--- src/common/soc_defines.svh ---
`ifndef SOC_DEFINES_SVH
`define SOC_DEFINES_SVH

// Bus widths
`define SOC_ADDR_W        32
`define SOC_DATA_W        64
`define SOC_BE_W          8

// Power-on reset counter, saturates after 64 cycles
`define SOC_RST_CNT_W     6

// Boot RAM depth in 64-bit words
`define SOC_BOOT_WORDS    512

// Fan PWM
`define SOC_FAN_PERIOD_W  4   // 16-cycle period
`define SOC_FAN_DEFAULT   8

// Memory map
`define SOC_ROM_BASE      32'h0001_0000
`define SOC_ROM_LEN       32'h0000_1000
`define SOC_CLINT_BASE    32'h0200_0000
`define SOC_CLINT_LEN     32'h0000_C000
`define SOC_GPIO_BASE     32'h4000_0000
`define SOC_GPIO_LEN      32'h0000_1000

`endif

--- src/common/soc_bus_pkg.sv ---
`default_nettype none

`include "soc_defines.svh"

package soc_bus_pkg;

  typedef enum logic {
    BUS_READ  = 1'b0,
    BUS_WRITE = 1'b1
  } bus_op_e;

  typedef struct packed {
    logic                   req;    // One-cycle strobe
    bus_op_e                op;
    logic [`SOC_ADDR_W-1:0] addr;
    logic [`SOC_BE_W-1:0]   be;
    logic [`SOC_DATA_W-1:0] wdata;
  } bus_req_t;

  typedef struct packed {
    logic                   valid;
    logic                   err;    // Decode error
    logic [`SOC_DATA_W-1:0] rdata;
  } bus_rsp_t;

  // Merge the enabled bytes of a write into the current register value
  function automatic logic [`SOC_DATA_W-1:0] apply_be(
    input logic [`SOC_DATA_W-1:0] old_word,
    input logic [`SOC_DATA_W-1:0] new_word,
    input logic [`SOC_BE_W-1:0]   be
  );
    logic [`SOC_DATA_W-1:0] merged;
    merged = old_word;
    for (int b = 0; b < `SOC_BE_W; b++) begin
      if (be[b]) merged[8*b +: 8] = new_word[8*b +: 8];
    end
    return merged;
  endfunction

endpackage

`default_nettype wire

--- src/common/soc_map_pkg.sv ---
`default_nettype none

`include "soc_defines.svh"

package soc_map_pkg;

  localparam int unsigned NUM_SLV = 3;

  // Slave targets, the value doubles as the index into the rdata vector
  typedef enum logic [1:0] {
    REG_ROM   = 2'd0,
    REG_CLINT = 2'd1,
    REG_GPIO  = 2'd2,
    REG_NONE  = 2'd3
  } region_e;

  typedef logic [NUM_SLV-1:0][`SOC_DATA_W-1:0] slave_rsp_vec_t;

  // --------------------------------------------------
  // Register offsets inside a region
  // --------------------------------------------------
  typedef enum logic [15:0] {
    OFF_MSIP     = 16'h0000,
    OFF_MTIMECMP = 16'h4000,
    OFF_MTIME    = 16'hBFF8
  } clint_off_e;

  typedef enum logic [11:0] {
    OFF_LED = 12'h000,
    OFF_SW  = 12'h008,  // Read only
    OFF_FAN = 12'h010
  } gpio_off_e;

endpackage

`default_nettype wire

--- src/clint/clint_timer.sv ---
`default_nettype none

`include "soc_defines.svh"

module clint_timer (
  input  logic                   clk,
  input  logic                   rst_ni,
  input  logic                   sel_i,
  input  soc_bus_pkg::bus_req_t  req_i,
  output logic [`SOC_DATA_W-1:0] rdata_o,
  output logic                   timer_irq_o,
  output logic                   ipi_o
);
  import soc_bus_pkg::*;
  import soc_map_pkg::*;

  logic                   rtc_q;
  logic [`SOC_DATA_W-1:0] mtime_q;
  logic [`SOC_DATA_W-1:0] mtimecmp_q;
  logic                   msip_q;
  clint_off_e             off;
  logic [`SOC_DATA_W-1:0] wr_word;
  logic                   wr_en;

  assign off     = clint_off_e'({req_i.addr[15:3], 3'b000});  // 64-bit registers
  assign wr_en   = sel_i && (req_i.op == BUS_WRITE);
  assign wr_word = apply_be(rdata_o, req_i.wdata, req_i.be);

  // Register readback
  always_comb begin
    rdata_o = '0;
    case (off)
      OFF_MSIP:     rdata_o[0] = msip_q;
      OFF_MTIMECMP: rdata_o    = mtimecmp_q;
      OFF_MTIME:    rdata_o    = mtime_q;
      default:      rdata_o    = '0;
    endcase
  end

  // --------------------------------------------------
  // RTC and timer registers
  // --------------------------------------------------
  always_ff @(posedge clk or negedge rst_ni) begin
    if (!rst_ni) begin
      rtc_q      <= 1'b0;
      mtime_q    <= '0;
      mtimecmp_q <= '1;  // No interrupt until programmed
      msip_q     <= 1'b0;
    end else begin
      rtc_q <= ~rtc_q;  // Half the clock rate

      if (wr_en && (off == OFF_MTIME)) begin
        mtime_q <= wr_word;
      end else if (rtc_q) begin
        mtime_q <= mtime_q + 1'b1;
      end

      if (wr_en && (off == OFF_MTIMECMP)) mtimecmp_q <= wr_word;
      if (wr_en && (off == OFF_MSIP))     msip_q     <= wr_word[0];
    end
  end

  assign timer_irq_o = (mtime_q >= mtimecmp_q);
  assign ipi_o       = msip_q;

endmodule

`default_nettype wire

--- config.mk ---
export PLATFORM = sky130hd
export DESIGN_NAME = clint_timer
export DESIGN_NICKNAME = d
export VERILOG_FILES = /design/src/common/soc_bus_pkg.sv /design/src/common/soc_map_pkg.sv /design/src/clint/clint_timer.sv
export VERILOG_INCLUDE_DIRS = /design/src /design/src/common
export SDC_FILE = /design/constraint.sdc
export NUM_CORES = 1
export LEC_CHECK = 0
export BUFFER_PORTS_ARGS = -buffer_cell sky130_fd_sc_hd__buf_2
export CAP_MARGIN = 10
export CORE_ASPECT_RATIO = 1.4
export CORE_UTILIZATION = 52
export CTS_BUF_LIST = sky130_fd_sc_hd__clkbuf_8
export CTS_CLUSTER_SIZE = 10
export DETAILED_ROUTE_END_ITERATION = 10
export GPL_ROUTABILITY_DRIVEN = 0
export GPL_TIMING_DRIVEN = 0
export MAX_ROUTING_LAYER = met4
export PLACE_DENSITY = 0.76
export SETUP_SLACK_MARGIN = 0.1
export SLEW_MARGIN = 5
export SYNTH_ARGS = -nofsm -noshare
export SYNTH_HDL_FRONTEND = slang
export SYNTH_SLANG_ARGS = --single-unit
--- constraint.sdc ---
create_clock -name clk -period 2.48 [get_ports clk]
set_clock_uncertainty 0.1 [all_clocks]
set_input_delay 0.124 -clock clk [delete_from_list [all_inputs] [get_ports clk]]
set_output_delay 0.124 -clock clk [all_outputs]
set_load 0.02 [all_outputs]
== Yosys cells after proc, flatten, opt, wreduce, memory -nomap -nowiden ==
Index checks and enable logic that the tools add are counted.

* Bits in registers: 130
* Output and inout port bits: 66
* Word-level logic and storage cells: 27
* Input port bits: 109

* Bitwise logic cells: 1
* Equal/unequal tests: 2
* Reduce and logical (&&, ||, !) cells: 6
* Order comparisons: 1
* Add/sub/neg operators: 1
* Muxes and demuxes: 12

{| class="wikitable"
|+ Operators with widths
! cell !! count
|-
| two-way mux 64 bit || 2
|-
| one-hot mux 63 bit (2 select lines) || 1
|-
| adder 64 x 1 -> 64 bit, second input constant || 1
|-
| greater-or-equal comparator 64 bit || 1
|-
| two-way mux 8 bit || 8
|-
| logical NOT 16 bit || 1
|-
| == test 13 x 12 -> 1 bit, second input constant || 1
|-
| == test 13 bit, second input constant || 1
|-
| logical AND 1 bit || 4
|-
| one-hot mux 1 bit (3 select lines) || 1
|-
| nonzero test 2 bit || 1
|-
| NOT 1 bit || 1
|}

== Depth between registers and ports, before layout ==
* Depth after elaboration: 4
* Depth in mapped cells: 8
* Gate-level depth less buffers: 8

== Worst setup path after synthesis ==
No wires, ideal clock.

* Path kind: reg2out
* Start: register mtimecmp_q[2]
* End: output timer_irq_o
* Data arrival time: 2.222 ns
* Buffers on the path: 0
* Slack: 0.034 ns
* Cell stages (with the launch flop): 9
* Data required time: 2.256 ns
* Cells stage by stage: dfstp_2 inv_1 ha_1 a211o_1 a31oi_1 o221ai_1 a311o_1 o41ai_1 nand3_1

* Longest elaborated chain between the ends: 1

{| class="wikitable"
|+ Ends and longest elaborated chain
! element !! RTL line !! source
|-
| start, declared || clint_timer.sv:19 || <nowiki>logic [`SOC_DATA_W-1:0] mtimecmp_q;</nowiki>
|-
| start signal, assigned || clint_timer.sv:58 || <nowiki>if (wr_en && (off == OFF_MTIMECMP)) mtimecmp_q <= wr_word;</nowiki>
|-
| greater-or-equal comparator 64 bit || clint_timer.sv:63 || <nowiki>assign timer_irq_o = (mtime_q >= mtimecmp_q);</nowiki>
|-
| end, declared || clint_timer.sv:11 || <nowiki>output logic timer_irq_o,</nowiki>
|}

No other way between the ends.

== Worst setup path in the final report ==
* Start: register mtimecmp_q[43]
* End: output timer_irq_o

The elaborated chain is that of the path after synthesis.

==> metrics.md <==
| Metric | Value |
|---|---|
| Unrepaired setup endpoints after global routing | yes |
| Clock transition at path regs | 0.07 ns |
| Worst path bufs/invs | 2 |
| Worst vdd ir | 0.323 mV |
| Leak pwr | between 5 and 6 nW |
| Worst-Margin Slew | roughly 0.91 ns |
| Worst-skew pair later-pin latency | roughly 0.48 ns |
| Fin. max-slew vios | 0 |
| Post-DRT Antenna Nets | 0 |
| Main synth FF type | dfrtp_1 |
| GRT overflow | 0 |
| Critical Path RT | approximately 2.3 ns |
| Final setup fails | 9 |
| Total Power | 4.19 mW |
| Final Hold Vio Count | 0 |
| Outcome | finished, violations left |
| Failing checks | setup timing |
| Vias | 8800 |
| Synthesized flop and latch total | 130 |
| Cell Chain, Critical Path | inv_1, ha_1, nand4_1, nor4_1, a221oi_2, a41oi_1, o41ai_4, nand3_1, buf_2 |
| I/O Pins | around 180 |
| Row Count | 57 |
| CP max FO | 3 |
| Cell Area, Synth | around 9100 sq um |
| Max-cap violations | 0 |
| Fmax | ~0.31 GHz |
| Initial DRC count | about 530 |
| Post-route insts no fill | around 1500 |
| Global-route wire length before repair | 44600 um |
| Nets | around 1400 |
| EDFF count, synth | 0 |
| Inst Count DP | about 1400 |
| Hold WC Path Type | in2reg |
| Top cells by area, synth | dfstp_2 (18%), dfrtp_1 (18%), mux2i_1 (11%) |
| Pin count of the biggest net entering global routing | 82 |
| Clock Power Share | 38.9% |
| Final period utilization | 130% |
| Ys Warns | 0 |
| Number of H-tree levels | 4 |
| Clock sink total | 130 |
| Cell accounting for the most synthesized area | dfstp_2 |
| DIE WIDTH | 114 um |
| Die area | about 18000 sq um |
| Psw | between 1 and 1.5 mW |
| CP arrival | around 3 ns |
| Core ar. | approximately 17000 sq um |
| Post-synth top area share | a little under a fifth |
| Number of vias per cell | 5.90 |
| Root buffer cell | clkbuf_8 |
| Sw frac | about a quarter |
| Area grow syn2layout | 28.2% |
| Routed wire per std cell | between 15 and 20 um |
| # diodes | 0 |
| Share of cells above drive strength 1 | a little over a quarter |
| Setup crit end kind | output port |
| DRC violations left | 0 |
| Post-Syn Nets | roughly 1200 |
| Synth cell types | a little under 60 |
| Max-slew headroom | between 30% and 40% |
| Slowest stage delay, CP | about 0.54 ns |
| WS Path Type | reg2out |
| Syn avg cell area | just over 9 sq um |
| Starting density of the core | between 50 and 60% |
| Antenna violations before repair | 0 |
| Slack of the critical path | -0.753 ns |
| Comb power frac | 9.5% |
| DPL Wire Length | around 20000 um |
| Seq pwr share | between 50% and 60% |
| Pwr per Cell Area | 357 nW/um^2 |
| Router iterations before antenna repair | 5 |
| Slowest CP cell | dfstp_2 |
| CTS Buf Count | 17 |
| Asr flop ratio synth | 100% |
| Crit start category | register |
| Fin crit period | 3.23 ns |
| Die H | between 150 and 200 um |
| Vias in the first global route | 8712 |
| Cells after Synth | 977 |
| DRT Wirelength | 28700 um |
| CTS tree | done |
| Sequential share of the synthesized area | about 36% |
| Total track usage | 33.0% |
| Number of port buffers | approximately 150 |
| P_int | 3.12 mW |
| Clk buf depth | 2 |
| Largest delay contributor family on the critical path | simple AND/OR/NAND/NOR gates |
==> placed cells by master, fill, tap and decap left out, types with 6 or more instances in the layout <==
master / instances
xor2_1: 29
xnor2_1: 26
o21ai_1: 82
mux2i_1: 102
nand2_1: 124
nand4_1: 28
buf_1: 10
nor4_4: 7
a21o_1: 8
and2_1: 6
a22o_1: 63
ha_1: 64
inv_1: 80
clkbuf_1: 15
nor2_1: 17
dfrtp_1: 59
buf_4: 23
a21oi_1: 29
and4_1: 7
nor3_1: 9
a211oi_1: 6
nand3_1: 25
dlygate4sd3_1: 69
dfrtp_2: 7
clkbuf_8: 18
dfstp_2: 64
o21ai_0: 9
and3_1: 9
buf_2: 161
buf_6: 9
==> tightest hold or removal path, cell delays in order <==
cell and delay [ns]:
buf_2 0.14, nand4_1 0.15, mux2_1 0.15
==> cell type report <==
class	instances	area [sq um]
fillers	1380	5540
multi-input cells	725	5520
flip-flops and latches	130	3340
repair buffers	246	1710
well taps	236	295
inverters	74	278
clock buffers	18	248
plain buffers	49	231
clock inverters	13	83.8
==> cells by family (layout without fill, tap and decap cells) <==
logic type	after synthesis	count (layout)	share of synthesized area (%)
and+or+nand+nor	275	276	16.1
AOI/OAI and AO/OA	220	220	16.0
DFF	130	130	36.5
buffers and inverters	123	400	5.35
muxes	108	108	11.9
adders and majority gates	65	65	8.90
xor gates and xnor gates	56	56	5.37
==> routing by layer <==
| layer | part of all wire [%] | wire [um] | up-vias | GRT usage, % |
|---|---|---|---|---|
| met4 | 5.2 | 1480 | 0 | 18.5 |
| met5 | 0 | 0 | - | - |
| li1 | - | - | 4063 | - |
| met2 | 50 | 14400 | 373 | 55.0 |
| met1 | 39 | 11100 | 4266 | 37.5 |
| met3 | 5.9 | 1700 | 98 | 5.19 |
==> state kept, by name, summed over array words and instances, names as in the netlist <==
signal / count
ipi_o: 1
mtime_q: 64
rtc_q: 1
mtimecmp_q: 64
==> synth_stat cells (2+ instances only) <==
master and count:
o31ai_1 2, and4_1 10, a211o_1 3, dfrtp_1 66, a22o_1 63, o21ai_1 82
mux2_1 4, nor4_2 4, nor4_4 3, ha_1 65, or4_1 4, buf_2 16
o21ai_0 9, xnor2_1 26, a311oi_1 3, xor2_1 30, nand3_1 26, nand2_1 125
a211oi_1 8, clkbuf_1 21, nand4_2 2, dfstp_2 64, inv_1 73, or3_1 3
buf_1 10, o41ai_1 2, a21o_1 8, nor2_1 18, a21oi_1 29, nor3_1 11
nor4_1 8, nand4_1 28, and3_1 12, nor2b_1 3, and2_1 6, nand2b_1 5
mux2i_1 103, buf_4 2
==> power groups by stage <==
stage          logic, mW  clock network [mW]  registers [mW]
6_report           0.396                1.63            2.16
5_1_grt            0.434                1.72            2.16
4_1_cts            0.392                1.63            2.16
3_5_place_dp       0.307                   0            2.19
3_3_place_gp       0.295                   0            2.19
2_1_floorplan      0.150                   0            2.19
==> per-stage QoR <==
stage	hold WS [ns]	instance area, sq um	TNS, ns	utilization, %	worst slack (ns)
after floorplan	-0.272	9140	0	-	0.129
after global placement	0.255	10200	-59.32	58.9	-0.556
after detailed placement	-0.00815	10200	-29.88	59.1	-0.467
after CTS	0.00938	11500	-0.836	66.7	-0.756
after global routing	0.0301	11700	-1.76	67.9	-0.851
final	0.0165	11700	-0.991	67.9	-0.753
==> timing repair <==
action                                  in CTS  in global routing
pin swaps                                   22                 12
resized for setup                           32                 27
hold buffers                                69                  0
hold endpoints to repair                   214                  0
setup buffers                               19                 10
gates cloned                                 1                  0
endpoints found under the setup margin      93                 34
==> final timing paths <==
kind,start,end,slack [ns],depth (start not counted)
worst max-delay path,mtimecmp_q[43]$_DFFE_PN1P_,timer_irq_o,-0.75,9
worst min-delay path,sel_i,mtimecmp_q[63]$_DFFE_PN1P_,0.02,3
worst max register to register,mtime_q[28]$_DFFE_PN0P_,mtime_q[63]$_DFFE_PN0P_,-0.07,9
worst min register to register,mtimecmp_q[30]$_DFFE_PN1P_,mtimecmp_q[30]$_DFFE_PN1P_,0.38,2
max in group asynchronous,rst_ni,mtimecmp_q[34]$_DFFE_PN1P_,1.44,3
min in group asynchronous,rst_ni,mtime_q[12]$_DFFE_PN0P_,0.04,2
(Power assumes the default switching activity.)
