[src/common/soc_defines.svh]
`ifndef SOC_DEFINES_SVH
`define SOC_DEFINES_SVH

// Bus widths
`define SOC_ADDR_W        32
`define SOC_DATA_W        64
`define SOC_BE_W          8

// Power-on reset counter, saturates after 64 cycles
`define SOC_RST_CNT_W     6

// Boot RAM depth in 64-bit words
`define SOC_BOOT_WORDS    512

// Fan PWM
`define SOC_FAN_PERIOD_W  4   // 16-cycle period
`define SOC_FAN_DEFAULT   8

// Memory map
`define SOC_ROM_BASE      32'h0001_0000
`define SOC_ROM_LEN       32'h0000_1000
`define SOC_CLINT_BASE    32'h0200_0000
`define SOC_CLINT_LEN     32'h0000_C000
`define SOC_GPIO_BASE     32'h4000_0000
`define SOC_GPIO_LEN      32'h0000_1000

`endif

[src/rst_seq.sv]
`default_nettype none

`include "soc_defines.svh"

module rst_seq (
  input  logic clk,
  input  logic cpu_resetn,
  input  logic clk_locked_i,
  input  logic ndmreset_i,
  output logic sys_rst_no
);

  logic [`SOC_RST_CNT_W-1:0] por_cnt_q;
  logic                      por_done_q;
  logic                      merged_rst_n;
  logic [1:0]                sync_q;

  // Power-on count, then wait for the clock to lock
  always_ff @(posedge clk or negedge cpu_resetn) begin
    if (!cpu_resetn) begin
      por_cnt_q  <= '0;
      por_done_q <= 1'b0;
    end else begin
      if (!(&por_cnt_q)) por_cnt_q <= por_cnt_q + 1'b1;  // Saturate at all ones
      if ((&por_cnt_q) && clk_locked_i) begin
        por_done_q <= 1'b1;
      end
    end
  end

  // Debug reset joins here, asserts at once
  assign merged_rst_n = cpu_resetn & por_done_q & ~ndmreset_i;

  // Two-stage synchronizer on release
  always_ff @(posedge clk or negedge merged_rst_n) begin
    if (!merged_rst_n) begin
      sync_q <= 2'b00;
    end else begin
      sync_q <= {sync_q[0], 1'b1};
    end
  end

  assign sys_rst_no = sync_q[1];

endmodule

`default_nettype wire

[config.mk]
export PLATFORM = sky130hd
export DESIGN_NAME = rst_seq
export DESIGN_NICKNAME = d
export VERILOG_FILES = /design/src/rst_seq.sv
export VERILOG_INCLUDE_DIRS = /design/src /design/src/common
export SDC_FILE = /design/constraint.sdc
export NUM_CORES = 1
export LEC_CHECK = 0
export BUFFER_PORTS_ARGS = -buffer_cell sky130_fd_sc_hd__buf_2
export CORE_AREA = 2 2 39 41
export DETAILED_ROUTE_END_ITERATION = 12
export DIE_AREA = 0 0 41 43
export GPL_TIMING_DRIVEN = 0
export PLACE_DENSITY = 0.43
export SYNTH_ARGS = -nofsm -noshare
export SYNTH_HDL_FRONTEND = slang
export SYNTH_SLANG_ARGS = --single-unit
[constraint.sdc]
create_clock -name clk -period 0.8 [get_ports clk]
set_input_delay 0.04 -clock clk [delete_from_list [all_inputs] [get_ports clk]]
set_output_delay 0.04 -clock clk [all_outputs]
set_load 0.005 [all_outputs]
# Word level (Yosys, flattened, before mapping)
# Cells that the tools add are included.
# totals
out_inout_bits	1
mem_count	0
latchBits	0
inputBits	4
register_bits	9
rom_bits	0
ram_bits	0
# op_classes
shift	0
addsub	1
bitwise_logic	3
n_div	0
eq_ne	0
reduce_logical	2
mux	0
mul	0
magnitude_cmp	0
# op_table
cell	n
$add 6x1->6 const B	1
$reduce_and 6->1	1
$and 1x1->1	2
$logic_and 1x1->1	1
$not 1->1	1

# Logic depth before layout (Yosys ltp)
# Gate-level depths: netlist of run 1.
# depth
ltp_word	2
ltp_mapped	4
mapped_depth_nobuf	4

# Worst setup path before layout of run 1
# OpenSTA, ideal clock, no wires.
# synth_timing
path_type	register -> register
startpoint	register por_cnt_q[0]
endpoint	register por_cnt_q[1]
arrival_time_ns	1.130
n_path_buf	0
stages_incl_launch_ff	5
setup_slack_ns	-0.458
setup_ns	0.128
required_time_ns	0.672
path_cell_list	dfrtp_1 ha_1 nand2_1 nor2_4 mux2_1
# synth_between
elab_chain_cells	1
# synth_lines
element	line_no	rtl
start, declared	rst_seq.sv:13	logic [`SOC_RST_CNT_W-1:0] por_cnt_q;
start signal, assigned	rst_seq.sv:24	if (!(&por_cnt_q)) por_cnt_q <= por_cnt_q + 1'b1;
$add 6x1->6 or $reduce_and 6->1 (tied branches)	rst_seq.sv:24	
# Several ways; a longest one is shown, not always the timed one.
# A chain may end at the register's enable or synchronous reset.

# Worst setup path in the final report of run 1
# layout_timing
startpoint	register por_cnt_q[1]
endpoint	register por_cnt_q[1]
# Same word-level chain as after synthesis.

==> impl_metrics.csv, run 1 <==
group,metric,value,unit
worst_setup_path,crit_family,"flip-flops",
grt,overflow,0,
timing,timing.final.crit_period,1.13,ns
worst_setup_path,critical_path.startpoint,"por_cnt_q[1]",
timing,fin_crit_sh,1.41,
timing,holdWs,0.158,ns
worst_setup_path,crit_slowest_cell,"dfrtp_1",
grt,grtUsageTotal,0.0998,
floorplanning,die_y,43,µm
cells_and_area,area_growth,47.1,%
drt,drc,0,
cells_and_area,diodes,0,
cells_and_area,regArea,225,µm²
worst_setup_path,rrSetupSlack,-0.33,ns
power_and_ir_drop,power.leakage,0.263,nW
placement,dp_slack,-0.406,ns
timing,rsz0062_at_grt,"true",
drt,firstDrtPassIters,2,
job,max-cap-violations,0,
clock_network,clockRootBuffer,"clkbuf_4",
outcome,violations,"setup timing",
worst_setup_path,critPathMaxStageDelay,0.40,ns
power_and_ir_drop,seqPwrFrac,0.560,
cells_and_area,fin_util,0.395,
synthesis,syn-mean-instance-area,12.0,µm²
grt,grt_pass1_vias,294,
clock_network,cts_buffers,3,
worst_setup_path,cp_max_fo,2,
worst_setup_path,r2r_cells,4,
power_and_ir_drop,pwr-share-clk,0.405,
synthesis,yosysWarnings,0,
grt,grt_pass1_wl,1140,µm
min_path,hold_path_class,"in -> async",
power_and_ir_drop,combinationalPowerShare,0.035,
drt,routedWlPerCell,10.4,µm
cells_and_area,drive_gt1_frac,0.426,
clock_network,clock_latency,0.25,ns
timing,slew_viol_final,0,
worst_setup_path,critical_path_class,"reg -> reg",
timing,tns,-1.88,ns
synthesis,synth_nets,36,
power_and_ir_drop,switching_power,156,µW
drt,drt-initial-drc-count,3,
worst_setup_path,path_cells,"ha_4, nand2_4, nor2_4, mux2_4",
drt,viasPerCell,4.48,
placement,dp_hpwl,450,µm
floorplanning,start_util,0.269,
drt,ant_nets,0,
worst_setup_path,critPathBufInv,0,
worst_setup_path,start_kind,"flip-flop",
placement,place_congestion,0.660,
grt,antenna_found_initial,0,
timing,finalSetupViolCount,7,
timing,setup_slack,-0.327,ns
floorplanning,die_x,41,µm
floorplanning,rows,14,
placement,io_buffers,4,
outcome,status,"complete, but fails checks",
synthesis,ys_types,19,
power_and_ir_drop,p_int,668,µW
worst_setup_path,worst_r2r_startpoint,"por_cnt_q[1]",
clock_network,clk_transition_reported_paths,0.06,ns
worst_setup_path,crit_arrival,1.26,ns
cells_and_area,multi_input_area,184,µm²
synthesis,synth.ff_latch_count,9,
clock_network,cts_tree,"done",
floorplanning,io_pins,5,
cells_and_area,n_fill_cell,138,
synthesis,synth.cell_area,372,µm²
power_and_ir_drop,peakVddDrop,0.000632,V
floorplanning,core_area,1380,µm²
power_and_ir_drop,power_density,1510,nW/µm²
floorplanning,die_area,1760,µm²
timing,skew,0.00143,ns
drt,num_vias,282,
clock_network,cts_sinks,9,
power_and_ir_drop,switching_share,0.189,
timing,hold_violations,0,
drt,wirelength,658,µm
cells_and_area,nets,53,
worst_setup_path,cp.required,0.94,ns
clock_network,ctsLongestPathBuffers,2,
worst_setup_path,cp-end-kind,"flip-flop",
synthesis,yosysSeqAreaShare,0.606,
worst_setup_path,r2r-end,"por_cnt_q[1]",
synthesis,syn_inst,31,
clock_network,h-tree-depth,1,
grt,grt_max_degree,9,
timing,clock.fmax,0.887,GHz
[Yosys cell counts]
library cell | n | area, µm²
dfrtp_1 | 9 | 225
nand2_1 | 3 | 11.3
nand3_1 | 3 | 15.0
a21o_1 | 1 | 7.51
a21oi_1 | 1 | 5.00
conb_1 | 1 | 3.75
ha_1 | 1 | 12.5
inv_1 | 1 | 3.75
mux2_1 | 1 | 11.3
nand3_2 | 1 | 10.0
nor2_1 | 1 | 3.75
nor2_4 | 1 | 11.3
nor3_1 | 1 | 5.00
o21a_1 | 1 | 7.51
o21ai_0 | 1 | 5.00
o21bai_1 | 1 | 7.51
o31a_1 | 1 | 8.76
xnor2_1 | 1 | 8.76
xor2_1 | 1 | 8.76
[cell usage in the layout, fill, tap and decap left out]
cell,synthesis,final
clkbuf_1,0,1
nor2_1,1,1
buf_2,0,4
nand3_2,1,2
mux2_4,0,1
clkbuf_4,0,3
conb_1,1,1
ha_4,0,1
dfrtp_1,9,9
nor2_4,1,1
o21bai_1,1,1
o21ai_0,1,1
buf_4,0,5
a21o_1,1,1
o31a_1,1,1
dlygate4sd3_1,0,3
nand3_1,3,2
inv_1,1,1
nand2_4,0,1
xor2_1,1,1
nand2_1,3,2
xnor2_2,0,1
a21oi_1,1,1
nor3_2,0,1
o21a_1,1,1
[layer usage]
metal / GRT usage / wire [µm] / vias to the layer above
met5: 0 / 0 / -
met4: 0.0600 / 8 / 0
met3: 0.0471 / 21 / 2
met2: 0.150 / 363 / 3
met1: 0.108 / 264 / 138
li1: - / - / 139
[kinds of logic (layout without fill, tap and decap cells)]
| group | count (synthesis) | in the layout | share of synthesized area |
|---|---|---|---|
| AOI/OAI and AO/OA | 6 | 6 | 0.111 |
| xor gates and xnor gates | 2 | 2 | 0.0471 |
| adders and majority gates | 1 | 1 | 0.0337 |
| buffers and inverters | 1 | 17 | 0.0101 |
| DFF | 9 | 9 | 0.606 |
| muxes | 1 | 1 | 0.0303 |
| other | 1 | 1 | 0.0101 |
| and+or+nand+nor | 10 | 10 | 0.151 |
[worst register-to-register path: stages, from the launching register on]
cell	delay [ns]
dfrtp_1	0.40
ha_4	0.17
nand2_4	0.05
nor2_4	0.10
mux2_4	0.30
[cell type report]
| class | instances | area share |
|---|---|---|
| multi-input cells | 21 | 0.336 |
| flip-flops and latches | 9 | 0.412 |
| inverters | 1 | 0.00686 |
| clock buffers | 4 | 0.0481 |
| repair buffers | 12 | 0.160 |
| well taps | 16 | 0.0366 |
[timing repair]
item	4_1_cts	5_1_grt
setup buffers	5	0
pin swaps	2	3
setup endpoints to repair	7	8
resized for setup	0	3
hold buffers	3	0
endpoints found under the hold margin	10	0
[per-stage QoR]
step           power [mW]  area, µm²  instances
6_report            0.824        547         63
2_1_floorplan       0.471        395         31
3_3_place_gp        0.487        435         51
3_5_place_dp        0.488        435         51
4_1_cts             0.840        529         63
5_1_grt             0.868        547         63
[registers in the layout (all words and copies together) (netlist names)]
name and cells:
por_cnt_q 6, sync_q 2, por_done_q 1
[how the worst max path moves through the flow]
stage | end | slack, ns | cells after the start
global placement | por_cnt_q[1] | -0.39 | 4
CTS | por_cnt_q[1] | -0.35 | 4
floorplan | por_cnt_q[1] | -0.34 | 4
finish | por_cnt_q[1] | -0.33 | 4
detailed placement | por_cnt_q[1] | -0.41 | 4
global route | por_cnt_q[1] | -0.36 | 4
[power by group through the flow]
| stage | Combinational, mW | Clock, mW | Sequential [mW] |
|---|---|---|---|
| 6_report | 0.0286 | 0.334 | 0.462 |
| 3_5_place_dp | 0.0177 | 0 | 0.470 |
| 5_1_grt | 0.0319 | 0.375 | 0.462 |
| 2_1_floorplan | 0.000491 | 0 | 0.470 |
| 4_1_cts | 0.0293 | 0.349 | 0.461 |
| 3_3_place_gp | 0.0174 | 0 | 0.470 |
No activity file was read; power rests on OpenSTA's default activity.
==> run 2: changes to the inputs <==
==> constraint.sdc (replaced) <==
create_clock -name clk -period 0.8 [get_ports clk]
set_input_delay 0.04 -clock clk [delete_from_list [all_inputs] [get_ports clk]]
set_output_delay 0.04 -clock clk [all_outputs]
set_load 0.02 [all_outputs]
==> impl_metrics.csv, run 2 (synthesized netlist as in run 1, its figures left out) <==
group,metric,value,unit
timing,fin_crit_sh,1.41,
grt,grtUsageTotal,0.0998,
clock_network,h-tree-depth,1,
cells_and_area,largest_reg_flops,6,
drt,wirelength,659,µm
timing,finalSetupViolCount,7,
power_and_ir_drop,power_density,1500,nW/µm²
floorplanning,core_area,1380,µm²
cells_and_area,multi_input_area,184,µm²
drt,firstDrtPassIters,2,
clock_network,clk_transition_reported_paths,0.06,ns
grt,grt_pass1_wl,1140,µm
floorplanning,die_area,1760,µm²
cells_and_area,diodes,0,
worst_setup_path,start_kind,"flip-flop",
worst_setup_path,cp.required,0.94,ns
outcome,status,"complete, but fails checks",
cells_and_area,fin_cells,63,
cells_and_area,final_common_cell,"dfrtp_1",
cells_and_area,drive_gt1_frac,0.426,
min_path,hold_path_class,"in -> async",
timing,tns,-1.88,ns
timing,setup_slack,-0.327,ns
placement,io_buffers,4,
floorplanning,rows,14,
clock_network,cts_tree,"done",
placement,placed_cells,51,
placement,dp_hpwl,450,µm
outcome,violations,"setup timing",
timing,skew,0.00143,ns
floorplanning,die_y,43,µm
clock_network,cts_buffers,3,
placement,place_congestion,0.660,
floorplanning,die_x,41,µm
cells_and_area,area_growth,48.8,%
placement,dp_slack,-0.406,ns
power_and_ir_drop,power.leakage,0.265,nW
drt,num_vias,282,
job,max-cap-violations,0,
power_and_ir_drop,peakVddDrop,0.000633,V
cells_and_area,regArea,225,µm²
cells_and_area,nets,53,
worst_setup_path,cp_max_fo,2,
timing,clock.fmax,0.887,GHz
grt,overflow,0,
clock_network,cts_sinks,9,
worst_setup_path,critical_path_class,"reg -> reg",
timing,slew_viol_final,0,
worst_setup_path,crit_arrival,1.26,ns
timing,rsz0062_at_grt,"true",
grt,grt_pass1_vias,294,
grt,antenna_found_initial,0,
cells_and_area,top_register,"por_cnt_q",
timing,hold_violations,0,
drt,drt-initial-drc-count,3,
drt,viasPerCell,4.48,
cells_and_area,reg.largest.list,"por_cnt_q x6, sync_q x2, por_done_q x1",
clock_network,clock_latency,0.25,ns
drt,routedWlPerCell,10.5,µm
grt,grt_max_degree,9,
drt,ant_nets,0,
worst_setup_path,cp-end-kind,"flip-flop",
floorplanning,start_util,0.269,
floorplanning,io_pins,5,
cells_and_area,n_fill_cell,138,
cells_and_area,final_area,553,µm²
placement,place_area,435,µm²
clock_network,clockRootBuffer,"clkbuf_4",
drt,drc,0,
cells_and_area,layout_common_cells,"9 x dfrtp_1, 5 x buf_4, 3 x clkbuf_4, 3 x dlygate4sd3_1, 3 x buf_2",
clock_network,ctsLongestPathBuffers,2,
timing,timing.final.crit_period,1.13,ns
[run 2: critical path, stage by stage, from the launching register on]
cell	delay [ns]
dfrtp_1	0.40
ha_4	0.17
nand2_4	0.05
nor2_4	0.10
mux2_4	0.30
[run 2: final timing paths]
check                                   from  cells past startpoint  slack, ns      endpoint
worst max-delay path            por_cnt_q[1]                      4      -0.33  por_cnt_q[1]
worst min-delay path              cpu_resetn                      2       0.16  por_cnt_q[3]
worst max register to register  por_cnt_q[1]                      4      -0.33  por_cnt_q[1]
worst min register to register    por_done_q                      2       0.19     sync_q[0]
max in group asynchronous         cpu_resetn                      4       0.26     sync_q[1]
min in group clk                   sync_q[0]                      0       0.35     sync_q[1]
[run 2: what timing repair did]
action | CTS | global route
hold endpoints to repair | 10 | 0
endpoints found under the setup margin | 7 | 8
resized for setup | 0 | 5
hold buffers | 3 | 0
pin swaps | 2 | 3
setup buffers | 5 | 0
[run 2: stage by stage]
stage                     hold slack, ns   util  total power [mW]
after global placement            -0.114  0.315             0.490
after CTS                          0.163  0.382             0.843
after detailed placement          -0.111  0.315             0.491
after global routing               0.169  0.400             0.875
after floorplan                   -0.256      -             0.474
final                              0.158  0.400             0.831
[run 2: per-layer routing]
layer  track usage  part of all wire  vias to the layer above
met3        0.0471             0.032                        2
met5             0                 0                        -
met1         0.108              0.40                      138
met4        0.0600             0.012                        0
li1              -                 -                      139
met2         0.150              0.55                        3
[run 2: report_power, final]
part           internal, mW  switching, mW  total [mW]
clock                 0.191          0.143       0.334
combinational        0.0195         0.0152      0.0347
sequential            0.461        0.00162       0.462
total                 0.671          0.160       0.831
[run 2: final cells by class]
cell class	instances	share of cell area
sequential	9	0.407
multi-input combinational	21	0.333
timing repair buffer	12	0.170
clock buffer	4	0.0475
tap	16	0.0362
inverter	1	0.00679
