==> src/common/soc_defines.svh <==
`ifndef SOC_DEFINES_SVH
`define SOC_DEFINES_SVH

// Bus widths
`define SOC_ADDR_W        32
`define SOC_DATA_W        64
`define SOC_BE_W          8

// Power-on reset counter, saturates after 64 cycles
`define SOC_RST_CNT_W     6

// Boot RAM depth in 64-bit words
`define SOC_BOOT_WORDS    512

// Fan PWM
`define SOC_FAN_PERIOD_W  4   // 16-cycle period
`define SOC_FAN_DEFAULT   8

// Memory map
`define SOC_ROM_BASE      32'h0001_0000
`define SOC_ROM_LEN       32'h0000_1000
`define SOC_CLINT_BASE    32'h0200_0000
`define SOC_CLINT_LEN     32'h0000_C000
`define SOC_GPIO_BASE     32'h4000_0000
`define SOC_GPIO_LEN      32'h0000_1000

`endif

==> src/common/soc_bus_pkg.sv <==
`default_nettype none

`include "soc_defines.svh"

package soc_bus_pkg;

  typedef enum logic {
    BUS_READ  = 1'b0,
    BUS_WRITE = 1'b1
  } bus_op_e;

  typedef struct packed {
    logic                   req;    // One-cycle strobe
    bus_op_e                op;
    logic [`SOC_ADDR_W-1:0] addr;
    logic [`SOC_BE_W-1:0]   be;
    logic [`SOC_DATA_W-1:0] wdata;
  } bus_req_t;

  typedef struct packed {
    logic                   valid;
    logic                   err;    // Decode error
    logic [`SOC_DATA_W-1:0] rdata;
  } bus_rsp_t;

  // Merge the enabled bytes of a write into the current register value
  function automatic logic [`SOC_DATA_W-1:0] apply_be(
    input logic [`SOC_DATA_W-1:0] old_word,
    input logic [`SOC_DATA_W-1:0] new_word,
    input logic [`SOC_BE_W-1:0]   be
  );
    logic [`SOC_DATA_W-1:0] merged;
    merged = old_word;
    for (int b = 0; b < `SOC_BE_W; b++) begin
      if (be[b]) merged[8*b +: 8] = new_word[8*b +: 8];
    end
    return merged;
  endfunction

endpackage

`default_nettype wire

==> src/common/soc_map_pkg.sv <==
`default_nettype none

`include "soc_defines.svh"

package soc_map_pkg;

  localparam int unsigned NUM_SLV = 3;

  // Slave targets, the value doubles as the index into the rdata vector
  typedef enum logic [1:0] {
    REG_ROM   = 2'd0,
    REG_CLINT = 2'd1,
    REG_GPIO  = 2'd2,
    REG_NONE  = 2'd3
  } region_e;

  typedef logic [NUM_SLV-1:0][`SOC_DATA_W-1:0] slave_rsp_vec_t;

  // --------------------------------------------------
  // Register offsets inside a region
  // --------------------------------------------------
  typedef enum logic [15:0] {
    OFF_MSIP     = 16'h0000,
    OFF_MTIMECMP = 16'h4000,
    OFF_MTIME    = 16'hBFF8
  } clint_off_e;

  typedef enum logic [11:0] {
    OFF_LED = 12'h000,
    OFF_SW  = 12'h008,  // Read only
    OFF_FAN = 12'h010
  } gpio_off_e;

endpackage

`default_nettype wire

==> src/xbar/bus_xbar.sv <==
`default_nettype none

`include "soc_defines.svh"

module bus_xbar (
  input  logic                        clk,
  input  logic                        rst_ni,
  input  soc_bus_pkg::bus_req_t       bus_req_i,
  output soc_bus_pkg::bus_rsp_t       bus_rsp_o,
  output logic                        rom_sel_o,
  output logic                        clint_sel_o,
  output logic                        gpio_sel_o,
  output soc_bus_pkg::bus_req_t       slv_req_o,
  input  soc_map_pkg::slave_rsp_vec_t slv_rdata_i
);
  import soc_bus_pkg::*;
  import soc_map_pkg::*;

  // Region table, entry i belongs to region_e value i
  localparam logic [NUM_SLV-1:0][`SOC_ADDR_W-1:0] REGION_BASE = {
    `SOC_GPIO_BASE, `SOC_CLINT_BASE, `SOC_ROM_BASE
  };
  localparam logic [NUM_SLV-1:0][`SOC_ADDR_W-1:0] REGION_LEN = {
    `SOC_GPIO_LEN, `SOC_CLINT_LEN, `SOC_ROM_LEN
  };

  region_e                region;
  logic [`SOC_ADDR_W-1:0] offset;
  logic                   rsp_valid_q;
  logic                   rd_q;
  region_e                region_q;
  logic [`SOC_DATA_W-1:0] rdata_q;

  // --------------------------------------------------
  // Address decode
  // --------------------------------------------------
  always_comb begin
    region = REG_NONE;
    offset = '0;
    for (int i = 0; i < NUM_SLV; i++) begin
      // Unsigned wrap makes addresses below the base fail too
      if ((bus_req_i.addr - REGION_BASE[i]) < REGION_LEN[i]) begin
        region = region_e'(2'(i));
        offset = bus_req_i.addr - REGION_BASE[i];
      end
    end
  end

  assign rom_sel_o   = bus_req_i.req && (region == REG_ROM);
  assign clint_sel_o = bus_req_i.req && (region == REG_CLINT);
  assign gpio_sel_o  = bus_req_i.req && (region == REG_GPIO);

  always_comb begin
    slv_req_o      = bus_req_i;
    slv_req_o.req  = bus_req_i.req && (region != REG_NONE);
    slv_req_o.addr = offset;
  end

  // --------------------------------------------------
  // Response path, fixed one cycle after req
  // --------------------------------------------------
  always_ff @(posedge clk or negedge rst_ni) begin
    if (!rst_ni) begin
      rsp_valid_q <= 1'b0;
      rd_q        <= 1'b0;
      region_q    <= REG_NONE;
    end else begin
      rsp_valid_q <= bus_req_i.req;
      rd_q        <= bus_req_i.req && (bus_req_i.op == BUS_READ);
      region_q    <= region;
    end
  end

  // Register slaves answer combinationally, capture here
  always_ff @(posedge clk) begin
    case (region)
      REG_CLINT: rdata_q <= slv_rdata_i[REG_CLINT];
      REG_GPIO:  rdata_q <= slv_rdata_i[REG_GPIO];
      default:   rdata_q <= '0;
    endcase
  end

  always_comb begin
    bus_rsp_o.valid = rsp_valid_q;
    bus_rsp_o.err   = rsp_valid_q && (region_q == REG_NONE);
    bus_rsp_o.rdata = '0;  // Writes and errors return zero
    if (rd_q) begin
      case (region_q)
        REG_ROM:   bus_rsp_o.rdata = slv_rdata_i[REG_ROM];  // Already registered in the RAM
        REG_CLINT,
        REG_GPIO:  bus_rsp_o.rdata = rdata_q;
        default:   bus_rsp_o.rdata = '0;
      endcase
    end
  end

endmodule

`default_nettype wire
==> config.mk <==
export PLATFORM = sky130hd
export DESIGN_NAME = bus_xbar
export DESIGN_NICKNAME = d
export VERILOG_FILES = /design/src/common/soc_bus_pkg.sv /design/src/common/soc_map_pkg.sv /design/src/xbar/bus_xbar.sv
export VERILOG_INCLUDE_DIRS = /design/src /design/src/common
export SDC_FILE = /design/constraint.sdc
export NUM_CORES = 1
export LEC_CHECK = 0
export ABC_AREA = 0
export BUFFER_PORTS_ARGS = -buffer_cell sky130_fd_sc_hd__buf_4
export CAP_MARGIN = 20
export CORE_AREA = 3 3 185 187
export CTS_CLUSTER_DIAMETER = 200
export DETAILED_ROUTE_END_ITERATION = 16
export DIE_AREA = 0 0 188 190
export PLACE_DENSITY = 0.4
export SLEW_MARGIN = 5
export SYNTH_ARGS = -nofsm -noshare
export SYNTH_HDL_FRONTEND = slang
export SYNTH_SLANG_ARGS = --single-unit
==> constraint.sdc <==
create_clock -name clk -period 3.3 [get_ports clk]
set_clock_uncertainty 0.05 [all_clocks]
set_input_delay 0 -clock clk [delete_from_list [all_inputs] [get_ports clk]]
set_output_delay 0 -clock clk [all_outputs]
set_load 0.01 [all_outputs]
# Word-level counts from Yosys, hierarchy flattened
# Index checks and enable logic that the tools add are counted.
# totals
memories,0
regBits,68
mem_bits_ro,0
input_bits,300
ramBits,0
latch_bits,0
# classes
n_eq_ne,6
n_mux,9
n_shift,0
div_mod_pow,0
bitwise_logic,1
add_sub_neg,3
n_reduce_logical,9
magnitude_cmp,3
n_mul,0
# op_table
op,count
$pmux W64 S2,2
$mux W32,3
$lt A32 B13 Y1 const B,2
$mux W64,1
$lt A32 B16 Y1 const B,1
$sub A32 B17 Y32 const B,1
$sub A32 B26 Y32 const B,1
$sub A32 B31 Y32 const B,1
$eq A2 B2 Y1 const B,3
$logic_and A1 B1 Y1,6
$mux W2,3
$eq A2 B1 Y1 const B,2
$logic_not A2 Y1,2
$ne A2 B2 Y1 const B,1
$reduce_or A2 Y1,1
$not A1 Y1,1

# Longest topological paths before layout
# Gate-level depths: netlist of run 1.
# depth
ltp_word,7
mapped_depth,14
ltp_nobuf,11

# Least setup slack after synthesis of run 1
# Ideal clock, no wire load.
# synth_timing
path_type,input to register
from,input bus_req_i[97] in the netlist's numbering
to,register rdata_q[13]
path_buffers,3
setup_ps,65
stages,13
arrival_ps,2813
required_time_ps,3185
setup_slack_ps,372
cell_sequence,buf_2 > inv_1 > ha_1 > or3b_2 > nor4_1 > o211ai_1 > a2111o_1 > a21boi_0 > ha_1 > clkbuf_1 > buf_1 > a22oi_1 > nor2_1
# synth_via
elab_chain_len,7
word_cells_on_any_way,12
# synth_rtl
item,line_no,text
"start, declared",bus_xbar.sv:8,"input soc_bus_pkg::bus_req_t bus_req_i,"
$sub A32 B17 Y32,bus_xbar.sv:42,if ((bus_req_i.addr - REGION_BASE[i]) < REGION_LEN[i]) begin
$lt A32 B13 Y1,bus_xbar.sv:42,
$mux W2 (2 in a row),bus_xbar.sv:42,
$mux W2 *,bus_xbar.sv:42,
$eq A2 B2 Y1 / $eq A2 B1 Y1 (equally long branches),bus_xbar.sv:76,case (region)
$pmux W64 S2 *,bus_xbar.sv:76,
"end signal, assigned",bus_xbar.sv:77,REG_CLINT: rdata_q <= slv_rdata_i[REG_CLINT];
"end signal, assigned",bus_xbar.sv:78,REG_GPIO: rdata_q <= slv_rdata_i[REG_GPIO];
"end, declared",bus_xbar.sv:32,logic [`SOC_DATA_W-1:0] rdata_q;
# Mark *: on every way between the ends. The rest lies on a longest branch, timed or not.

# Worst setup path after layout of run 1
# layout_timing
from,input bus_req_i[88] in the netlist's numbering
to,output clint_sel_o
# layout_via
elab_chain_len,7
word_cells_on_any_way,11
# layout_rtl
item,line_no,text
$sub A32 B17 Y32,bus_xbar.sv:42,
$lt A32 B13 Y1,bus_xbar.sv:42,
$mux W2 (2 in a row),bus_xbar.sv:42,
$mux W2 *,bus_xbar.sv:42,
$eq A2 B1 Y1 *,bus_xbar.sv:50,assign clint_sel_o = bus_req_i.req && (region == REG_CLINT);
$logic_and A1 B1 Y1 *,bus_xbar.sv:50,
"end, declared",bus_xbar.sv:11,"output logic clint_sel_o,"
# Marked as above.

==> impl_metrics.py, run 1 <==
metrics = {
    "status": {
        "status": "complete, no violations",
    },
    "power_and_ir_drop": {
        "powerDensity_nw_per_um2": 273,
        "power_w": 0.00254,
        "worst_ir_drop_vdd_mv": 0.206,
        "p_leak_nw": 3.85,
    },
    "logic_synthesis": {
        "yosysTopAreaCell": "dfxtp_1",
        "synth_compound_area_share_pct": 24.8,
        "post_synth_inst_count": 562,
        "ys_seq_area_share_pct": 31.3,
        "ys_top_cells_by_area": "dfxtp_1, a22oi_1, buf_4",
        "synthAdderAreaFrac_pct": 3.96,
        "synth_top_area_share_pct": 28.9,
        "synth_flop_cell": "dfxtp_1",
        "ys_ff_latch": 68,
        "syn_area_um2": 4430,
        "synthXorXnorAreaFrac_pct": 0.989,
        "ys.warnings.count": 0,
        "synth_mux_area_share_pct": 0,
        "synth.distinct_cells": 47,
        "synth_top_family_by_area": "compound AO/OA/AOI/OAI gates",
        "yosysMostFrequentCell": "nor2_1",
        "synth_edf_count": 0,
        "yosys-top-cells-count": "nor2_1, a22oi_1, buf_4",
        "syn_avg_cell_area_um2": 7.88,
        "yosys.area_share.simple_pct": 21.3,
        "syn_nets": 876,
        "synth_async_sr_flop_share_pct": 5.88,
    },
    "floorplanning": {
        "dieArea_um2": 35700,
        "die_h_um": 190,
        "num_io_pins": 475,
        "core_area_um2": 32600,
        "fp.dieW_um": 188,
        "num_rows": 66,
        "initial_utilization_pct": 13.6,
    },
    "detailed_routing": {
        "drt-vias-per-instance": 4.01,
        "drc": 0,
        "ant_nets": 0,
        "num_vias": 5797,
        "drt-pass1-iter-count": 4,
        "drt_wl_total_um": 24900,
        "drt_iter0_markers": 205,
        "wl_per_cell_um": 17.2,
    },
    "clocking": {
        "numCtsBuffers": 9,
        "cts_tree": "yes",
        "clk_pin_slew_worst_paths_ps": 60,
        "cts_root_buf": "clkbuf_16",
        "clock_path_buffers": 2,
        "clock_sinks": 68,
        "cts_max_level": 3,
    },
    "layout": {
        "fillers": 3523,
        "area_delta_synth_final_pct": 110,
        "nets": 1312,
        "layout-drive-gt1-share_pct": 37.9,
    },
    "global_route": {
        "antenna_found_initial": 2,
        "grt_overflow": 0,
        "grtUsageTotal_pct": 12.7,
        "grt_max_degree": 66,
        "grt_pass1_vias": 6190,
        "grt_pass1_wl_um": 35500,
    },
    "worst_setup_path": {
        "end_kind": "primary output",
        "cp_max_fo": 13,
        "worst-setup-path-type": "input port to primary output",
        "worstPathArrival_ps": 2980,
        "crit_path_start_kind": "input port",
        "cp_data_required_time_ps": 3250,
    },
    "sta": {
        "setup_tns_ps": 0,
        "finalHoldViolCount": 0,
        "setup_violations": 0,
        "relSlewSlack_pct": 40.5,
        "layout_min_cycle_time_ps": 3030,
        "max_freq_mhz": 330,
        "worst_pin_slew_ps": 893,
        "period_share_pct": 91.7,
        "drv_slew": 0,
        "rsz0062_at_grt": "no",
    },
    "placed_design": {
        "io_buffers": 330,
        "gp_congestion": 0.781,
        "hpwl_um": 16300,
    },
    "hold_path": {
        "hold_path.class": "input port to asynchronous set/reset pin",
    },
    "run": {
        "drv_cap": 0,
    },
}
==> area by class of cell <==
type,count,area (µm²),share of cell area [%]
Clock inverter,7,82.6,0.889
Clock buffer,9,225,2.43
Antenna cell,1,2.50,0.0270
Timing Repair Buffer,547,4690,50.6
Inverter,9,33.8,0.364
Tap cell,442,553,5.96
Multi-Input combinational cell,363,2310,24.9
Sequential cell,68,1380,14.9
==> metal layers <==
layer  vias to the layer above  part of all wire [%]  global-route usage (%)
met5                         -                     0                       0
met4                         0                   1.4                    3.00
met3                        25                   5.8                    2.51
met2                       280                    52                    23.6
met1                      2716                    40                    15.0
li1                       2776                     -                       -
==> cells by family (layout without fill, tap and decap cells) <==
kind of cell	after synthesis	in the layout
AO/OA/AOI/OAI	146	146
adder cells (fa/ha/maj)	14	14
AND/OR/NAND/NOR	198	198
XOR/XNOR	5	5
flip-flops	68	68
other	0	1
buffers and inverters	131	572
==> critical path: stages <==
cell and delay (ps):
buf_4 110, inv_1 50, ha_1 210, or4b_1 310, o311a_1 180, o31ai_1 80
or4_1 520, a2111o_1 460, a21boi_2 230, ha_4 280, buf_4 250, and2_1 170
buf_4 120
==> through the flow <==
step                setup WS, ps  hold slack, ps  util (%)  area (µm²)  instances
detailed placement         -69.6            -250      21.1        6900       1223
global placement            26.6            -251      21.1        6900       1223
global route                71.7             108      28.5        9280       1446
CTS                         36.6            99.4      28.4        9260       1444
finish                       273             122      28.5        9280       1446
floorplan                    372            -346         -        4430        562
==> power by group <==
| group | leakage [nW] | internal [W] | switching [W] | total, W |
|---|---|---|---|---|
| Combinational | 3.14 | 0.000414 | 0.000245 | 0.000659 |
| Clock | 0.145 | 0.000600 | 0.000442 | 0.00104 |
| Sequential | 0.562 | 0.000833 | 0.00000584 | 0.000839 |
| Total | 3.85 | 0.00185 | 0.000692 | 0.00254 |
==> registers in the layout (all words and copies together) (netlist names) <==
name / flops
rdata_q: 64
region_q: 2
rd_q: 1
rsp_valid_q: 1
==> final timing paths <==
path                           startpoint              to
min in group clk           bus_req_i[102]  slv_req_o[102]
max in group asynchronous          rst_ni     rsp_valid_q
worst min-delay path               rst_ni     region_q[1]
worst max-delay path        bus_req_i[88]     clint_sel_o
==> cell usage in the layout (no fill, tap or decap), types with 4 or more instances in the layout <==
cell	n
buf_4	336
dlygate4sd3_1	205
nor2_1	132
a22oi_1	128
dfxtp_1	64
and2_1	16
ha_1	11
nor2b_1	10
inv_1	9
clkbuf_16	9
buf_12	6
nand2_1	5
and2b_2	5
nor4_1	4
or4_1	4
o31ai_1	4
nor2b_2	4
==> timing repair <==
action	in CTS	in global routing
buffers inserted	0	1
gates resized for setup	0	2
endpoints found under the hold margin	142	0
hold buffers	205	0
endpoints found under the setup margin	0	2
(Power assumes the default switching activity.)
==> run 2, diff against run 1 <==
==> constraint.sdc (replaced) <==
create_clock -name clk -period 3.03 [get_ports clk]
set_clock_uncertainty 0.05 [all_clocks]
set_input_delay 0 -clock clk [delete_from_list [all_inputs] [get_ports clk]]
set_output_delay 0 -clock clk [all_outputs]
set_load 0.01 [all_outputs]
==> impl_metrics.py, run 2 (synthesized netlist as in run 1, its figures left out) <==
metrics = {
    "layout": {
        "nets": 1317,
        "final_cells": 1450,
        "top_register": "rdata_q",
        "layout-drive-gt1-share_pct": 38.3,
        "fillers": 3523,
        "antenna_cells": 0,
        "utilization_pct": 28.6,
        "largest_reg_flops": 64,
        "area_delta_synth_final_pct": 110,
        "final_cell_mix": "buf_4, dlygate4sd3_1, nor2_1",
        "largestRegisters": "rdata_q (64), region_q (2)",
        "final_area_um2": 9320,
        "final_common_cell": "buf_4",
    },
    "sta": {
        "rsz0062_at_grt": "no",
        "relSlewSlack_pct": 42.0,
        "max_freq_mhz": 354,
        "finalHoldViolCount": 0,
        "period_share_pct": 93.2,
        "finalWorstSetupSlack_ps": 206,
        "layout_min_cycle_time_ps": 2820,
        "drv_slew": 0,
        "worst_pin_slew_ps": 870,
        "setup_violations": 0,
    },
    "detailed_routing": {
        "drc": 0,
        "ant_nets": 0,
        "wl_per_cell_um": 16.6,
        "drt_iter0_markers": 150,
        "drt_wl_total_um": 24100,
        "drt-vias-per-instance": 3.97,
        "drt-pass1-iter-count": 5,
        "num_vias": 5750,
    },
    "global_route": {
        "grt_max_degree": 65,
        "antenna_found_initial": 0,
        "grt_pass1_vias": 6263,
        "grt_pass1_wl_um": 35200,
        "grt_overflow": 0,
        "grtUsageTotal_pct": 12.6,
    },
    "worst_setup_path": {
        "critPathMaxStageDelay_ps": 510,
        "worst-setup-path-type": "input port to primary output",
        "end_kind": "primary output",
        "critPathSlowestCell": "or4_1",
        "cp_max_fo": 29,
        "crit_chain": "buf_4 -> inv_1 -> ha_1 -> or4b_4 -> o311a_1 -> o31ai_1 -> or4_1 -> a2111o_1 -> a21boi_1 -> buf_4 -> ha_4 -> buf_12 -> and2_1 -> buf_4",
        "worstPathArrival_ps": 2770,
        "critPathMostFrequentCell": "buf_4",
        "cp_data_required_time_ps": 2980,
        "crit_path_start_kind": "input port",
    },
    "clocking": {
        "cts_max_level": 3,
        "clock_sinks": 68,
        "clock_path_buffers": 2,
        "cts_root_buf": "clkbuf_16",
        "cts_tree": "yes",
        "clk_pin_slew_worst_paths_ps": 50,
        "postCtsSetupBuffers": 0,
        "numCtsBuffers": 9,
    },
    "power_and_ir_drop": {
        "p_leak_nw": 3.88,
        "powerDensity_nw_per_um2": 292,
        "worst_ir_drop_vdd_mv": 0.236,
    },
    "floorplanning": {
        "core_area_um2": 32600,
        "fp.dieW_um": 188,
        "num_io_pins": 475,
        "num_rows": 66,
        "initial_utilization_pct": 13.6,
        "dieArea_um2": 35700,
        "die_h_um": 190,
    },
    "placed_design": {
        "io_buffers": 330,
        "post-place-cells": 1229,
        "gp_congestion": 0.768,
        "hpwl_um": 16600,
        "place_ws_ps": -59.2,
        "place_area_um2": 6960,
    },
    "run": {
        "drv_cap": 0,
    },
    "status": {
        "status": "complete, no violations",
    },
    "hold_path": {
        "hold_path.class": "input port to asynchronous set/reset pin",
    },
}
## run 2: changes by cell type in the layout (fill, tap and decap cells not counted), sizes merged
cell,before,now
clkinvlp,2,0
buf,342,347
clkinv,0,5
diode,1,0
inv,13,10
## run 2: final timing paths
path                       cells after the start      startpoint          end
max                                           14   bus_req_i[88]  clint_sel_o
min                                            2          rst_ni  region_q[0]
min in group clk                               4  bus_req_i[101]  region_q[1]
max in group asynchronous                      3          rst_ni         rd_q
## run 2: through the flow
step	TNS (ps)	total power, W	hold slack [ps]
3_3_place_gp	0	0.00140	-250
4_1_cts	0	0.00279	109
6_report	0	0.00272	135
5_1_grt	0	0.00287	112
2_1_floorplan	0	0.00116	-346
3_5_place_dp	-92.7	0.00140	-250
## run 2: layout make-up
type / instances / area (µm²) / area share (%)
clock buffer: 9 / 225 / 2.42
tap: 442 / 553 / 5.94
inverter: 9 / 33.8 / 0.363
clock inverter: 7 / 75.1 / 0.806
timing repair buffer: 552 / 4730 / 50.8
sequential: 68 / 1380 / 14.9
multi-input combinational: 363 / 2310 / 24.8
## run 2: timing repair
item / CTS / global route
resized for setup: 0 / 3
hold buffers: 205 / 0
hold endpoints to repair: 142 / 0
endpoints found under the setup margin: 0 / 2
## run 2: routing by layer
layer | vias up | global-route usage, % | wire [µm]
met1 | 2692 | 14.8 | 9840
met3 | 19 | 2.56 | 1340
met4 | 0 | 3.26 | 350
met5 | - | 0 | 0
li1 | 2774 | - | -
met2 | 265 | 23.4 | 12600
## run 2: report_power, final
part	switching (W)	leakage (nW)	internal (W)	total (W)
registers	0.00000649	0.562	0.000907	0.000914
logic	0.000267	3.17	0.000453	0.000719
clock network	0.000442	0.150	0.000642	0.00108
total	0.000715	3.88	0.00200	0.00272
## run 2: worst max-delay path: cells and delay by family
family                   cells  cell delay [ps]
AND/OR/NAND/NOR              3              920
buffers and inverters        5              580
adder cells (fa/ha/maj)      2              380
AO/OA/AOI/OAI                4              870
